### config.mk
export PLATFORM = sky130hd
export DESIGN_NAME = mio_top
export DESIGN_NICKNAME = d
export VERILOG_FILES = /design/src/mio_pkg.sv /design/src/mio_packet_fifo.sv /design/src/mio_serializer.sv /design/src/mio_deserializer.sv /design/src/mio_top.sv
export VERILOG_INCLUDE_DIRS = /design/src
export SDC_FILE = /design/constraint.sdc
export NUM_CORES = 1
export LEC_CHECK = 0
export ABC_AREA = 1
export BUFFER_PORTS_ARGS = -buffer_cell sky130_fd_sc_hd__buf_4
export CORE_MARGIN = 2
export CORE_UTILIZATION = 40
export DETAILED_ROUTE_END_ITERATION = 6
export HOLD_SLACK_MARGIN = 0.1
export PLACE_DENSITY_LB_ADDON = 0.2
export SYNTH_ARGS = -nofsm -noshare
export SYNTH_HDL_FRONTEND = slang
export SYNTH_SLANG_ARGS = --single-unit
### constraint.sdc
create_clock -name sys_clk -period 8 [get_ports sys_clk]
set_input_delay 0.4 -clock sys_clk [delete_from_list [all_inputs] [get_ports sys_clk]]
set_output_delay 0.4 -clock sys_clk [all_outputs]
set_load 0.05 [all_outputs]
### src/mio_defines.svh
`ifndef MIO_DEFINES_SVH
`define MIO_DEFINES_SVH

// ####################
// Link geometry
// ####################

`define MIO_AW          32                      // Address width

`define MIO_PW          (2*`MIO_AW+40)          // Packet width, 104 bits

`define MIO_NMIO        8                       // Link beat width

`define MIO_NBEATS      (`MIO_PW/`MIO_NMIO)     // Beats per packet, 13

// ####################
// Packet buffer
// ####################

`define MIO_FIFO_DEPTH  4                       // Packets held, power of two

`endif

### src/mio_pkg.sv
`include "mio_defines.svh"

package mio_pkg;

   // ####################
   // Data widths
   // ####################

   typedef logic [`MIO_PW-1:0]   mio_packet_t;    // One full packet
   typedef logic [`MIO_NMIO-1:0] mio_beat_t;      // One link beat
   typedef logic [3:0]           mio_beat_cnt_t;  // Beat index within packet

   // ####################
   // Serializer FSM
   // ####################

   typedef enum logic {
      ser_idle,                                   // Waiting for a packet
      ser_send                                    // Beats on the link
   } mio_ser_state_t;

endpackage

### src/mio_packet_fifo.sv
`timescale 1ns/10ps
`include "mio_defines.svh"

module mio_packet_fifo (
   input  logic                sys_clk,
   input  logic                rst_n,
   input  logic                tx_access,     // Single-cycle write strobe
   input  mio_pkg::mio_packet_t tx_packet,     // Valid with tx_access
   input  logic                fifo_pop,      // Consume head packet
   output mio_pkg::mio_packet_t fifo_packet,   // Show-ahead head
   output logic                fifo_empty,
   output logic                tx_full,
   output logic                tx_overflow    // Sticky until reset
);

   localparam int PTR_W = $clog2(`MIO_FIFO_DEPTH);
   localparam int CNT_W = PTR_W + 1;
   localparam logic [CNT_W-1:0] FULL_CNT = CNT_W'(`MIO_FIFO_DEPTH);

   mio_pkg::mio_packet_t mem [`MIO_FIFO_DEPTH];  // Packet storage
   logic [PTR_W-1:0]     wr_ptr;                  // Next free slot
   logic [PTR_W-1:0]     rd_ptr;                  // Oldest packet
   logic [CNT_W-1:0]     count;                   // Occupancy
   logic                 push;

   assign push        = tx_access && !tx_full;    // Refused when full
   assign fifo_empty  = (count == '0);
   assign tx_full     = (count == FULL_CNT);
   assign fifo_packet = mem[rd_ptr];              // Head always visible

   // ####################
   // Storage
   // ####################

   always_ff @(posedge sys_clk) begin
      if (push) begin
         mem[wr_ptr] <= tx_packet;
      end
   end

   // ####################
   // Pointers and count
   // ####################

   always_ff @(posedge sys_clk or negedge rst_n) begin
      if (!rst_n) begin
         wr_ptr      <= '0;
         rd_ptr      <= '0;
         count       <= '0;
         tx_overflow <= 1'b0;
      end else begin
         if (push) begin
            wr_ptr <= wr_ptr + 1'b1;              // Wraps at depth
         end
         if (fifo_pop) begin
            rd_ptr <= rd_ptr + 1'b1;
         end
         case ({push, fifo_pop})
            2'b10:   count <= count + 1'b1;
            2'b01:   count <= count - 1'b1;
            default: count <= count;              // Idle or push with pop
         endcase
         if (tx_access && tx_full) begin
            tx_overflow <= 1'b1;                  // Dropped strobe
         end
      end
   end

   // Serializer must only pop a real packet
   a_no_pop_empty: assert property (@(posedge sys_clk) disable iff (!rst_n)
      fifo_pop |-> !fifo_empty);

   // Occupancy within depth and in step with the pointers
   a_count_bound: assert property (@(posedge sys_clk) disable iff (!rst_n)
      (count <= FULL_CNT) && (count[PTR_W-1:0] == wr_ptr - rd_ptr));

endmodule

### src/mio_serializer.sv
`timescale 1ns/10ps
`include "mio_defines.svh"

module mio_serializer (
   input  logic                 sys_clk,
   input  logic                 rst_n,
   input  logic                 fifo_empty,    // Buffer has nothing
   input  mio_pkg::mio_packet_t fifo_packet,   // Show-ahead head
   output logic                 fifo_pop,      // Take head this cycle
   output logic                 link_access,   // Beat valid
   output mio_pkg::mio_beat_t   link_data      // Current beat
);

   localparam mio_pkg::mio_beat_cnt_t LAST_BEAT =
      mio_pkg::mio_beat_cnt_t'(`MIO_NBEATS - 1);

   mio_pkg::mio_ser_state_t state;
   mio_pkg::mio_beat_cnt_t  beat_cnt;             // Beat now on the link
   mio_pkg::mio_packet_t    shift_reg;            // MSB beat on top
   logic                    last_beat;

   // ####################
   // Pop decision
   // ####################

   assign last_beat = (state == mio_pkg::ser_send) && (beat_cnt == LAST_BEAT);

   // Load from idle, or reload under the final beat for gapless packets
   assign fifo_pop = !fifo_empty &&
                     ((state == mio_pkg::ser_idle) || last_beat);

   assign link_access = (state == mio_pkg::ser_send);
   assign link_data   = shift_reg[`MIO_PW-1 -: `MIO_NMIO];  // MSB first

   // ####################
   // FSM
   // ####################

   always_ff @(posedge sys_clk or negedge rst_n) begin
      if (!rst_n) begin
         state    <= mio_pkg::ser_idle;
         beat_cnt <= '0;
      end else begin
         case (state)
            mio_pkg::ser_idle: begin
               beat_cnt <= '0;
               if (fifo_pop) begin
                  state <= mio_pkg::ser_send;    // Beat 0 next cycle
               end
            end
            mio_pkg::ser_send: begin
               if (last_beat) begin
                  beat_cnt <= '0;
                  if (!fifo_pop) begin
                     state <= mio_pkg::ser_idle; // Nothing waiting
                  end
               end else begin
                  beat_cnt <= beat_cnt + 4'd1;
               end
            end
            default: begin
               state    <= mio_pkg::ser_idle;
               beat_cnt <= '0;
            end
         endcase
      end
   end

   // ####################
   // Shift register
   // ####################

   always_ff @(posedge sys_clk) begin
      if (fifo_pop) begin
         shift_reg <= fifo_packet;               // New packet
      end else if (state == mio_pkg::ser_send) begin
         shift_reg <= {shift_reg[`MIO_PW-`MIO_NMIO-1:0], {`MIO_NMIO{1'b0}}};
      end
   end

   // Every packet leaves as one unbroken run of beats
   a_packet_run: assert property (@(posedge sys_clk) disable iff (!rst_n)
      (link_access && (beat_cnt == '0)) |-> link_access [*`MIO_NBEATS]);

endmodule

### src/mio_deserializer.sv
`timescale 1ns/10ps
`include "mio_defines.svh"

module mio_deserializer (
   input  logic                 sys_clk,
   input  logic                 rst_n,
   input  logic                 link_access,   // Beat valid
   input  mio_pkg::mio_beat_t   link_data,     // MSB beat first
   output logic                 rx_access,     // One-cycle packet strobe
   output mio_pkg::mio_packet_t rx_packet      // Valid with rx_access
);

   localparam mio_pkg::mio_beat_cnt_t LAST_BEAT =
      mio_pkg::mio_beat_cnt_t'(`MIO_NBEATS - 1);

   mio_pkg::mio_beat_cnt_t          rx_cnt;     // Beats collected so far
   logic [`MIO_PW-`MIO_NMIO-1:0]    asm_reg;    // All but the final beat
   logic                            rx_last;

   // ####################
   // Framing
   // ####################

   assign rx_last = link_access && (rx_cnt == LAST_BEAT);

   always_ff @(posedge sys_clk or negedge rst_n) begin
      if (!rst_n) begin
         rx_cnt    <= '0;
         rx_access <= 1'b0;
      end else begin
         rx_access <= rx_last;                    // Strobe for one cycle
         if (rx_last) begin
            rx_cnt <= '0;                         // Ready for next packet
         end else if (link_access) begin
            rx_cnt <= rx_cnt + 4'd1;
         end
      end
   end

   // ####################
   // Assembly
   // ####################

   always_ff @(posedge sys_clk) begin
      if (link_access) begin
         asm_reg <= {asm_reg[`MIO_PW-2*`MIO_NMIO-1:0], link_data};
      end
   end

   // Final beat goes straight into the output register
   always_ff @(posedge sys_clk) begin
      if (rx_last) begin
         rx_packet <= {asm_reg, link_data};
      end
   end

   // Sender keeps beats back to back inside a packet
   a_no_gap: assert property (@(posedge sys_clk) disable iff (!rst_n)
      (rx_cnt != '0) |-> link_access);

endmodule

### src/mio_top.sv
`timescale 1ns/10ps

module mio_top (
   input  logic                 sys_clk,
   input  logic                 rst_n,
   input  logic                 tx_access,     // Packet write strobe
   input  mio_pkg::mio_packet_t tx_packet,
   output logic                 tx_full,       // Buffer cannot take more
   output logic                 tx_overflow,   // A strobe was dropped
   output logic                 link_access,   // Narrow link, looped back
   output mio_pkg::mio_beat_t   link_data,
   output logic                 rx_access,     // Rebuilt packet strobe
   output mio_pkg::mio_packet_t rx_packet
);

   // ####################
   // Buffer to serializer
   // ####################

   logic                 fifo_pop;
   logic                 fifo_empty;
   mio_pkg::mio_packet_t fifo_packet;

   mio_packet_fifo i_fifo (
      .sys_clk     (sys_clk),
      .rst_n       (rst_n),
      .tx_access   (tx_access),
      .tx_packet   (tx_packet),
      .fifo_pop    (fifo_pop),
      .fifo_packet (fifo_packet),
      .fifo_empty  (fifo_empty),
      .tx_full     (tx_full),
      .tx_overflow (tx_overflow)
   );

   mio_serializer i_ser (
      .sys_clk     (sys_clk),
      .rst_n       (rst_n),
      .fifo_empty  (fifo_empty),
      .fifo_packet (fifo_packet),
      .fifo_pop    (fifo_pop),
      .link_access (link_access),   // Also a top output
      .link_data   (link_data)
   );

   // Receiver listens to our own transmit link
   mio_deserializer i_deser (
      .sys_clk     (sys_clk),
      .rst_n       (rst_n),
      .link_access (link_access),
      .link_data   (link_data),
      .rx_access   (rx_access),
      .rx_packet   (rx_packet)
   );

endmodule

# Word-level counts from Yosys, hierarchy flattened
# Memory sizes are Yosys's and may differ from the RTL's.
# Cells that the tools add are included.
[totals]
ff_bits = 322
latch_bits = 0
mem_bits_rw = 416
rom_bits = 0
out_inout_bits = 116
n_memories = 1
[op_classes]
addsub = 6
mul = 0
n_div = 0
magnitude_cmp = 0
eq_ne = 5
shift = 0
muxes = 12
bitwise = 1
reduce_logical = 12
[mem_list]
columns = ["name", "words", "word_bits", "read_ports", "rd_clocked_by_memory_dff", "wr", "line", "text"]
rows = [
  ["i_fifo.mem", 4, 104, 1, 0, 1, "mio_packet_fifo.sv:20", "mio_pkg::mio_packet_t mem [`MIO_FIFO_DEPTH];"],
]
[op_table]
columns = ["cell", "n"]
rows = [
  ["$mux 104", 2],
  ["$mux 4", 3],
  ["$add 4x1->4 const B", 2],
  ["$eq 4x4->1 const B", 2],
  ["$pmux 4 s2", 1],
  ["$pmux 3 s2", 1],
  ["$reduce_bool 2->1", 3],
  ["$logic_and 1x1->1", 5],
  ["$add 2x1->2 const B", 2],
  ["$mux 1", 4],
  ["$add 3x1->3 const B", 1],
  ["$eq 3x3->1 const B", 1],
  ["$logic_not 3->1", 1],
  ["$sub 3x1->3 const B", 1],
  ["$eq 2x1->1 const B", 1],
  ["$eq 2x2->1 const B", 1],
  ["$logic_not 1->1", 2],
  ["$pmux 1 s2", 1],
  ["$logic_or 1x1->1", 1],
  ["$not 1->1", 1],
]

# Depth between registers and ports, before layout
# Gate-level depths: netlist of the first run.
[logic_depth]
word_depth = 7
depth_mapped = 14
ltp_nobuf = 13

# By module
# Synthesis of the first run repeated with hierarchy kept, for this count alone.
[unflattened]
cells_unflattened = 1974
area_unflattened_um2 = 27945.6
[by_module_without_submodules]
columns = ["module", "instances", "cells_each", "area_each_um2", "seq_area_each_um2"]
rows = [
  ["mio_packet_fifo", 1, 1269, 16796.1, 12692.2],
  ["mio_deserializer", 1, 226, 6242.2, 6130.9],
  ["mio_serializer", 1, 479, 4907.2, 3248.1],
]

# Worst setup path before layout of the first run
# OpenSTA, ideal clock, no wires.
[synth_timing]
path_kind = "reg-to-reg"
startpoint = "reg i_ser.state (netlist: i_ser.link_access)"
endpoint = "reg i_deser.rx_access"
setup_time_ns = 0.591
arrival_ns = 7.549
required_time_ns = 7.409
setup_slack_ns = -0.140
stages_incl_launch_ff = 4
path_buffers = 1
path_cell_list = "dfrtp_1 buf_2 inv_1 nor2_1"
[synth_between]
elab_chain_len = 1
[synth_rtl]
columns = ["item", "line", "text"]
rows = [
  ["start: declaration", "mio_serializer.sv:17", "mio_pkg::mio_ser_state_t state;"],
  ["start signal: assignment", "mio_serializer.sv:41", "state <= mio_pkg::ser_idle;"],
  ["start signal: assignment", "mio_serializer.sv:48", "state <= mio_pkg::ser_send;"],
  ["start signal: assignment", "mio_serializer.sv:55", "state <= mio_pkg::ser_idle;"],
  ["$logic_and 1x1->1", "mio_deserializer.sv:24", "assign rx_last = link_access && (rx_cnt == LAST_BEAT);"],
  ["via i_deser.rx_last", "mio_deserializer.sv:18", "logic rx_last;"],
  ["end signal: assignment", "mio_deserializer.sv:31", "rx_access <= rx_last;"],
  ["end: declaration", "mio_deserializer.sv:9", "output logic rx_access,"],
]
# The timed path passes the listed nets, and every way through them passes these cells.
# A chain may end at the register's enable or synchronous reset.

# Worst setup path in the final report of the first run
[layout_timing]
startpoint = "reg i_fifo.rd_ptr[0]"
endpoint = "reg i_ser.shift_reg[64], data pin"
[layout_between]
elab_chain_len = 2
[layout_rtl]
columns = ["item", "line", "text"]
rows = [
  ["start: declaration", "mio_packet_fifo.sv:22", "logic [PTR_W-1:0] rd_ptr;"],
  ["start signal: assignment", "mio_packet_fifo.sv:56", "rd_ptr <= rd_ptr + 1'b1;"],
  ["$mem_v2 4x104", "--", ""],
  ["$mux 104", "mio_serializer.sv:74", "if (fifo_pop) begin"],
  ["end signal: assignment", "mio_serializer.sv:75", "shift_reg <= fifo_packet;"],
  ["end signal: assignment", "mio_serializer.sv:77", "shift_reg <= {shift_reg[`MIO_PW-`MIO_NMIO-1:0], {`MIO_NMIO{1'b0}}};"],
  ["end: declaration", "mio_serializer.sv:19", "mio_pkg::mio_packet_t shift_reg;"],
]
# Every way passes these cells.

==> results of run 1 <==
timing repair:
action / CTS / global route
hold endpoints to repair: 436 / 0
hold buffers: 106 / 0
setup endpoints to repair: 0 / 0
worst register-to-register path: cells and delay by family (launching register included):
family                 cells  cell delay (ns)
AND/OR/NAND/NOR            5             0.57
flip-flops                 1             0.66
buffers and inverters      2             1.85
power groups by stage:
stage	Combinational [mW]	Clock, mW	Sequential (mW)
after CTS	2.99	3.77	5.91
after detailed placement	2.93	0	5.98
after global routing	3.28	3.91	6.00
final	2.92	3.67	5.89
after global placement	2.88	0	5.95
after floorplan	1.83	0	6.15
cell usage in the layout, fill, tap and decap left out, drive strengths merged:
master	Yosys	final
nand2	835	835
edfxtp	720	720
inv	425	431
buf	89	240
nand3	208	208
dlygate4sd3	0	106
clkbuf	10	97
clkinv	0	36
dfrtp	18	18
nor2	11	11
ha	9	9
a21oi	8	8
bufinv	0	8
o21ai	4	4
xnor2	3	3
xor2	3	3
nor3b	1	1
nand3b	1	1
a21o	1	1
nand4	1	1
fa	1	1
clkinvlp	0	1
cell families (layout without fill, tap and decap cells):
| logic type | count (synthesis) | in the layout | synth area share (%) |
|---|---|---|---|
| compound gates | 13 | 13 | 0.235 |
| xor+xnor | 6 | 6 | 0.183 |
| fa+ha+maj | 10 | 10 | 0.462 |
| buf+inv | 524 | 919 | 7.41 |
| flops | 738 | 738 | 76.9 |
| simple gates | 1057 | 1057 | 14.8 |
per-stage QoR:
stage                     utilization [%]  setup slack (ns)
after floorplan                         -              1.65
after global placement               43.8              4.65
after detailed placement             43.8              4.58
after CTS                            49.0              4.58
after global routing                 49.0              4.41
final                                49.0              4.66
layout make-up:
class / instances / area, µm²
clock inverter: 51 / 554
inverter: 425 / 1610
fill: 6173 / 36300
clock buffer: 97 / 2090
tap: 950 / 1190
multi-input combinational: 1086 / 4550
sequential: 738 / 22100
timing repair buffer: 346 / 2860
worst max path at each step:
stage / from / endpoint / slack (ns)
after floorplan: i_ser.link_access / i_deser.rx_packet[0] / 1.65
after global placement: i_fifo.count[0] / i_fifo.mem[2][55] / 4.65
after detailed placement: i_fifo.count[0] / i_fifo.mem[2][91] / 4.58
after CTS: i_fifo.count[0] / i_fifo.mem[2][58] / 4.58
after global routing: i_fifo.rd_ptr[0] / i_ser.shift_reg[87] / 4.41
final: i_fifo.rd_ptr[0] / i_ser.shift_reg[64] / 4.66
metal layers:
layer / vias to the layer above / routed length, µm / GRT usage (%)
li1: 8231 / - / -
met1: 8280 / 27400 / 22.9
met2: 479 / 29200 / 27.2
met3: 111 / 3460 / 2.97
met4: 0 / 1500 / 5.28
met5: - / 0 / 0
==> flow_summary.yaml, run 1 <==
outcome:
  status: "completed"
synth:
  synth_cell_type_count: 23
  synth_area_leaders: "edfxtp_1 (75%), nand2_1 (11%), inv_1 (5.5%)"
  synth.yosys.warnings: 0
  ys.flop_type: "edfxtp_1"
  synth_top_area_share_pct: 75.4
  syn_area_um2: 28700
  synth.largest_area_cell: "edfxtp_1"
  postSynthAreaPerCell_um2: 12.2
  syn-num-nets: 2465
  syn-instance-count: 2348
  synth_edf_count: 720
  synthArstFlopShare_pct: 2.44
  ys_seq_area_share_pct: 76.9
  yosysMostFrequentCell: "nand2_1"
  synth_common_cells: "nand2_1 (833), edfxtp_1 (720), inv_1 (422)"
  ys_seq_elements: 738
critical_path:
  required_ns: 8.36
  worstPathMaxFanout: 102
  cp_cell_sequence: "buf_4 -> buf_4 -> nand2_1 -> nand3_1 -> nand2_1 -> nand2_1 -> nand2_1"
  r2r_cells: 7
  r2r-start: "i_fifo.rd_ptr[0]"
  r2r_setup_slack_ns: 4.66
  worstPathArrival_ns: 3.71
  crit_top_cell: "nand2_1"
  cp-start-kind: "flop"
  r2r_end: "i_ser.shift_reg[64]"
  crit_path_end_kind: "flop"
  crit_family: "buffers and inverters"
  cp.depth: 7
  crit_type: "reg -> reg"
  cp_slowest_cell: "buf_4"
  cpPeakStageDelay_ns: 1.02
  worst-path-buf-inv: 2
clocking:
  cts_resized: 0
  cts.sinks: 738
  clockBufferDepth: 3
  cts_tree: "yes"
  path_clk_slew_ns: 0.06
  clock_latency_ns: 0.63
  cts_setup_buffers: 0
  root_buffer: "clkbuf_16"
  cts_buffers: 80
  htree_levels: 3
global_route:
  grtUsageTotal_pct: 16.7
  grt_start_max_net_pins: 120
  grt.overflow.total: 0
  grt_pass1_vias: 17000
  antenna_found_initial: 0
  grt_pass1_wl_um: 95700
route:
  drcViolationCount: 0
  drt_wl_total_um: 61600
  wl_per_cell_um: 16.7
  vias: 17100
  ant_nets: 0
  drtPass1Iterations: 5
  via_per_inst: 4.63
  drt_iter0_markers: 1153
place:
  dpl_cell_area_um2: 31200
  gp_congestion: 0.724
  hpwl_um: 34400
  dp.cells: 3439
  io_buffers: 222
floorplanning:
  core-area_um2: 71200
  die_h_um: 272
  rows: 98
  die_w_um: 272
  io_pins: 223
  start_util_pct: 40.3
  die_area_um2: 73900
power_and_ir_drop:
  p_sw_mw: 4.03
  power_frac_seq_pct: 47.2
  ir_drop_uv: 224
  power_mw: 12.5
  clkPwrFrac_pct: 29.4
  switching_share_pct: 32.3
  p_leak_nw: 15.3
  power_density_nw_per_um2: 357
  combinationalPowerShare_pct: 23.4
  internal-power_mw: 8.46
timing:
  maxSlewViolCount: 0
  worst_pin_slew_ns: 1.17
  min_period_over_period_pct: 41.8
  skew_ns: 0.0204
  fin_hold_ws_ns: 0.204
  max_freq_mhz: 299
  setup_tns_ns: 0
  period_needed_ns: 3.34
  rsz0062_at_grt: "no"
  relSlewSlack_pct: 21.7
  setup_violations: 0
  hold_viol_final: 0
job:
  max_cap_viol_count: 0
final_layout:
  largest_register_ffs: 416
  diodes: 0
  nNetsFinal: 2794
  drive_above_1_share_pct: 13.5
  finalNonFillerCells: 3693
  finalInstanceArea_um2: 34900
  area_growth_pct: 21.7
min_path:
  min_path_type: "in -> async"
Note: power is estimated with default switching activity, not from simulation.
==> run 2: changes to the inputs <==
Settings changed: ABC_AREA 1 to 0.
Clock period 8 ns to 3.5 ns, I/O delays scaled along.
==> run 2 against run 1 <==
Compared with the run above: synthesized cell count shrank 55%; clock skew hardly changed; worst hold slack improved by 0.096 ns; critical path depth is 3 lower; utilization rose by 0.95 points; combinational power grew 82%; cell count shrank 36%; first-iteration DRC count decreased by 30%; register-to-register slack worse by 3.5 ns; sequential share of layout area increased by 4.1 points; die area fell by 7.7%; critical path type unchanged; largest cell class unchanged.
==> flow_summary.yaml, run 2 <==
synth:
  syn-num-nets: 1171
  synth.largest_area_cell: "edfxtp_1"
  synth_cell_type_count: 30
  postSynthAreaPerCell_um2: 25.1
  synth.yosys.warnings: 0
  syn-instance-count: 1054
  synthArstFlopShare_pct: 2.44
  syn_area_um2: 26400
  ys.flop_type: "edfxtp_1"
  yosysMostFrequentCell: "edfxtp_1"
  ys_seq_area_share_pct: 83.5
  synth_top_area_share_pct: 81.8
  ys_seq_elements: 738
  synth_common_cells: "edfxtp_1 (720), mux4_2 (104), mux2_2 (57)"
  synth_area_leaders: "edfxtp_1 (82%), mux4_2 (8.9%), mux2_2 (2.4%)"
  synth_edf_count: 720
final_layout:
  nNetsFinal: 1559
  finalInstanceArea_um2: 32800
  area_growth_pct: 24.1
  final_core_util_pct: 50.0
  finalNonFillerCells: 2363
  layout_common_cells: "edfxtp_1 (720), buf_4 (236), dlygate4sd3_1 (107)"
  layout.cells.most_common: "edfxtp_1"
  drive_above_1_share_pct: 37.7
  largest_register_ffs: 416
power_and_ir_drop:
  clkPwrFrac_pct: 29.7
  p_sw_mw: 6.93
  power_density_nw_per_um2: 811
  power_mw: 26.6
  p_leak_nw: 11.7
  switching_share_pct: 26.0
  combinationalPowerShare_pct: 20.0
  ir_drop_uv: 414
  power_frac_seq_pct: 50.3
  internal-power_mw: 19.7
route:
  drcViolationCount: 0
  wl_per_cell_um: 20.7
  via_per_inst: 4.85
  drt_wl_total_um: 48900
  drtPass1Iterations: 5
  vias: 11500
  ant_nets: 0
  drt_iter0_markers: 812
floorplanning:
  rows: 94
  die_h_um: 261
  start_util_pct: 40.3
  io_pins: 223
  die_w_um: 261
  die_area_um2: 68200
  core-area_um2: 65600
outcome:
  status: "completed"
timing:
  rsz0062_at_grt: "no"
  relSlewSlack_pct: 35.9
  postLayoutSetupSlackWorst_ns: 1.12
  min_period_over_period_pct: 68.1
  setup_violations: 0
  max_freq_mhz: 420
  period_needed_ns: 2.38
  setup_tns_ns: 0
  skew_ns: 0.0199
  maxSlewViolCount: 0
  fin_hold_ws_ns: 0.300
  hold_viol_final: 0
  worst_pin_slew_ns: 0.962
clocking:
  cts_buffers: 75
  clock_latency_ns: 0.62
  cts_resized: 0
  cts_tree: "yes"
  path_clk_slew_ns: 0.06
  cts.sinks: 738
  clockBufferDepth: 3
  root_buffer: "clkbuf_16"
  htree_levels: 3
global_route:
  grt_pass1_wl_um: 72800
  antenna_found_initial: 9
  grt_pass1_vias: 11800
  grt.overflow.total: 0
  grtUsageTotal_pct: 14.3
  grt_start_max_net_pins: 75
critical_path:
  required_ns: 3.78
  cp-start-kind: "flop"
  worstPathMaxFanout: 31
  crit_type: "reg -> reg"
  worstPathArrival_ns: 2.66
  crit_path_end_kind: "flop"
place:
  dp_slack_ns: 1.04
  hpwl_um: 28000
  gp_congestion: 0.677
  dp.cells: 2122
  io_buffers: 222
  dpl_cell_area_um2: 29300
job:
  max_cap_viol_count: 0
min_path:
  min_path_type: "in -> reg"
run 2: metal layers:
metal	up-vias	wire (µm)	GRT usage, %
li1	5140	-	-
met1	5955	21800	19.8
met2	280	23500	22.7
met3	78	2740	3.69
met4	16	827	4.12
met5	-	100	0
run 2: timing repair:
item	in CTS	in global routing
setup buffers	0	0
endpoints found under the hold margin	436	0
hold buffers	107	0
run 2: worst max-delay path, cell delays in order, from the launching register on:
cell	delay, ns
dfrtp_1	0.41
nor3b_1	0.18
nor2b_1	0.45
and2_4	0.59
buf_4	0.39
run 2: cells by family after synthesis:
family                   Yosys count  share of synthesized area, %
multiplexers                     202                          13.6
AO/OA/AOI/OAI                      8                         0.204
XOR/XNOR                           9                         0.298
AND/OR/NAND/NOR                   32                         0.663
flip-flops                       738                          83.5
adder cells (fa/ha/maj)           10                         0.502
buffers and inverters             55                          1.24
run 2: power groups by stage:
stage	Sequential (mW)	Combinational [mW]	Clock [mW]
after floorplan	13.6	3.62	0
after global placement	13.5	5.28	0
after detailed placement	13.6	5.34	0
after CTS	13.4	5.47	8.13
after global routing	13.6	5.75	8.46
final	13.4	5.32	7.89
run 2: path summary, 6_finish.rpt:
kind,from,endpoint,slack (ns),cells past startpoint
worst max register to register,i_fifo.count[2],i_fifo.mem[0][15],1.12,4
worst min register to register,i_deser.asm_reg[89],i_deser.rx_packet[97],0.42,0
min in group asynchronous,rst_n,i_ser.beat_cnt[0],0.75,3
worst min-delay path,tx_packet[41],i_fifo.mem[3][41],0.30,2
max in group asynchronous,rst_n,i_fifo.rd_ptr[1],2.14,3
worst max-delay path,i_fifo.count[2],i_fifo.mem[0][15],1.12,4
run 2: area by class of cell:
| cell class | count | area (µm²) |
|---|---|---|
| inverter | 11 | 41.3 |
| timing repair buffer | 355 | 3080 |
| fill | 5325 | 32800 |
| clock buffer | 89 | 1950 |
| antenna | 3 | 7.51 |
| multi-input combinational | 261 | 4070 |
| clock inverter | 42 | 484 |
| tap | 864 | 1080 |
| sequential | 738 | 22100 |
==> run 3: changes to the inputs <==
Settings changed: ABC_AREA 0 to 1.
Clock period 3.5 ns to 2.2 ns, I/O delays scaled along.
==> run 3 against run 2 <==
Compared with the run above: global-route usage rose by 2.0 points; sequential power rose by 59%; count of clock-buffer cells in the layout increased by 15; die area increased by 8.4%; utilization down 0.28 points; design area grew 8.0%; critical endpoint is now link_access; highest routed layer unchanged; largest cell class unchanged; clock power is 67% higher; cell count is 57% higher; worst setup slack lost 0.92 ns.
==> flow_summary.yaml, run 3 (synthesis results as in run 1) <==
job:
  max_cap_viol_count: 0
floorplanning:
  io_pins: 223
  die_w_um: 272
  start_util_pct: 40.3
  die_area_um2: 73900
  die_h_um: 272
  rows: 98
  core-area_um2: 71200
outcome:
  status: "completed"
critical_path:
  setup.worst_path.start: "i_ser.link_access"
  cp-start-kind: "flop"
  required_ns: 2.09
  crit_path_end_kind: "primary output"
  worstPathMaxFanout: 104
  worst-path-buf-inv: 2
  r2r-start: "i_ser.beat_cnt[0]"
  cp_slowest_cell: "dfrtp_4"
  crit_type: "reg -> out"
  cp_cell_sequence: "buf_12 -> buf_4"
  cpPeakStageDelay_ns: 0.45
  crit_family: "buffers and inverters"
  worstPathArrival_ns: 1.90
timing:
  min_period_over_period_pct: 91.2
  maxSlewViolCount: 0
  relSlewSlack_pct: 36.6
  setup_violations: 0
  skew_ns: 0.0214
  worst_pin_slew_ns: 0.948
  period_needed_ns: 2.01
  fin_hold_ws_ns: 0.239
  setup_tns_ns: 0
  max_freq_mhz: 499
  rsz0062_at_grt: "no"
  hold_viol_final: 0
clocking:
  cts.sinks: 738
  htree_levels: 3
  cts_buffers: 79
  cts_tree: "yes"
  clock_latency_ns: 0.61
  path_clk_slew_ns: 0.06
  clockBufferDepth: 3
  root_buffer: "clkbuf_16"
  cts_setup_buffers: 0
final_layout:
  drive_above_1_share_pct: 14.2
  nNetsFinal: 2817
  area_growth_pct: 23.4
  final.fill_count: 6160
  layout.cells.most_common: "nand2_1"
  finalInstanceArea_um2: 35400
  diodes: 0
  largest_register_ffs: 416
  multi_input_area_um2: 4600
  layout_common_cells: "nand2_1 (831), edfxtp_1 (720), inv_1 (419)"
  regArea_um2: 22100
route:
  ant_nets: 0
  drtPass1Iterations: 5
  via_per_inst: 4.59
  drcViolationCount: 0
  drt_iter0_markers: 1246
  drt_wl_total_um: 60500
  wl_per_cell_um: 16.3
  vias: 17100
place:
  io_buffers: 222
  gp_congestion: 0.738
  hpwl_um: 35400
  dpl_cell_area_um2: 31700
global_route:
  grt_pass1_wl_um: 94000
  antenna_found_initial: 1
  grt.overflow.total: 0
  grt_start_max_net_pins: 116
  grtUsageTotal_pct: 16.4
  grt_pass1_vias: 16900
power_and_ir_drop:
  p_leak_nw: 15.5
  power_density_nw_per_um2: 1300
  ir_drop_uv: 1090
min_path:
  min_path_type: "in -> reg"
  min-delay-start: "tx_packet[14]"
run 3: changes by cell type in the layout (fill, tap and decap cells not counted), moves of 5 or more:
cell,delta
a21oi_1,+7
and2_1,-9
buf_12,+12
clkbuf_1,+9
clkbuf_16,+6
inv_1,+408
mux2_2,-57
mux2_4,-41
mux4_2,-104
nand2_1,+825
nand3_1,+205
nor2_4,+5
run 3: cell type report:
class	instances	area share, %
Multi-Input combinational cell	1086	13.0
Inverter	425	4.54
Sequential cell	738	62.4
Clock buffer	104	6.03
Timing Repair Buffer	370	9.45
Tap cell	950	3.36
Clock inverter	40	1.27
run 3: path summary, 6_finish.rpt:
path / endpoint / slack [ns] / cells past startpoint
worst max-delay path: link_access / 0.19 / 2
worst min-delay path: i_fifo.mem[0][14] / 0.24 / 2
worst max register to register: i_fifo.count[2] / 0.20 / 12
worst min register to register: i_deser.rx_packet[101] / 0.42 / 0
max in group asynchronous: i_fifo.rd_ptr[1] / 0.75 / 3
min in group asynchronous: i_fifo.rd_ptr[0] / 0.76 / 3
run 3: per-layer routing:
layer / share of wire, % / track usage, % / vias to the layer above
li1: - / - / 8286
met1: 45 / 22.1 / 8239
met2: 48 / 26.9 / 418
met3: 5.1 / 2.77 / 107
met4: 2.6 / 5.73 / 2
met5: 0.021 / 0 / -
run 3: metrics by stage:
step | setup WS (ns) | util [%] | power [mW] | std cells
2_1_floorplan | -1.17 | - | 28.9 | 2348
3_5_place_dp | 0.200 | 44.6 | 33.0 | 3462
3_3_place_gp | 0.228 | 44.6 | 32.8 | 3462
4_1_cts | 0.177 | 49.7 | 46.5 | 3713
5_1_grt | 0.0705 | 49.7 | 48.4 | 3713
6_report | 0.195 | 49.7 | 45.9 | 3713
run 3: repair_timing:
action,4_1_cts,5_1_grt
endpoints found under the hold margin,441,0
setup endpoints to repair,0,0
hold buffers,107,0
gates resized for setup,0,0
run 3: report_power, final:
part           internal, mW  switching (mW)
registers              20.0            1.28
logic                  3.48            7.97
clock network          7.91            5.26
total                  31.4            14.5
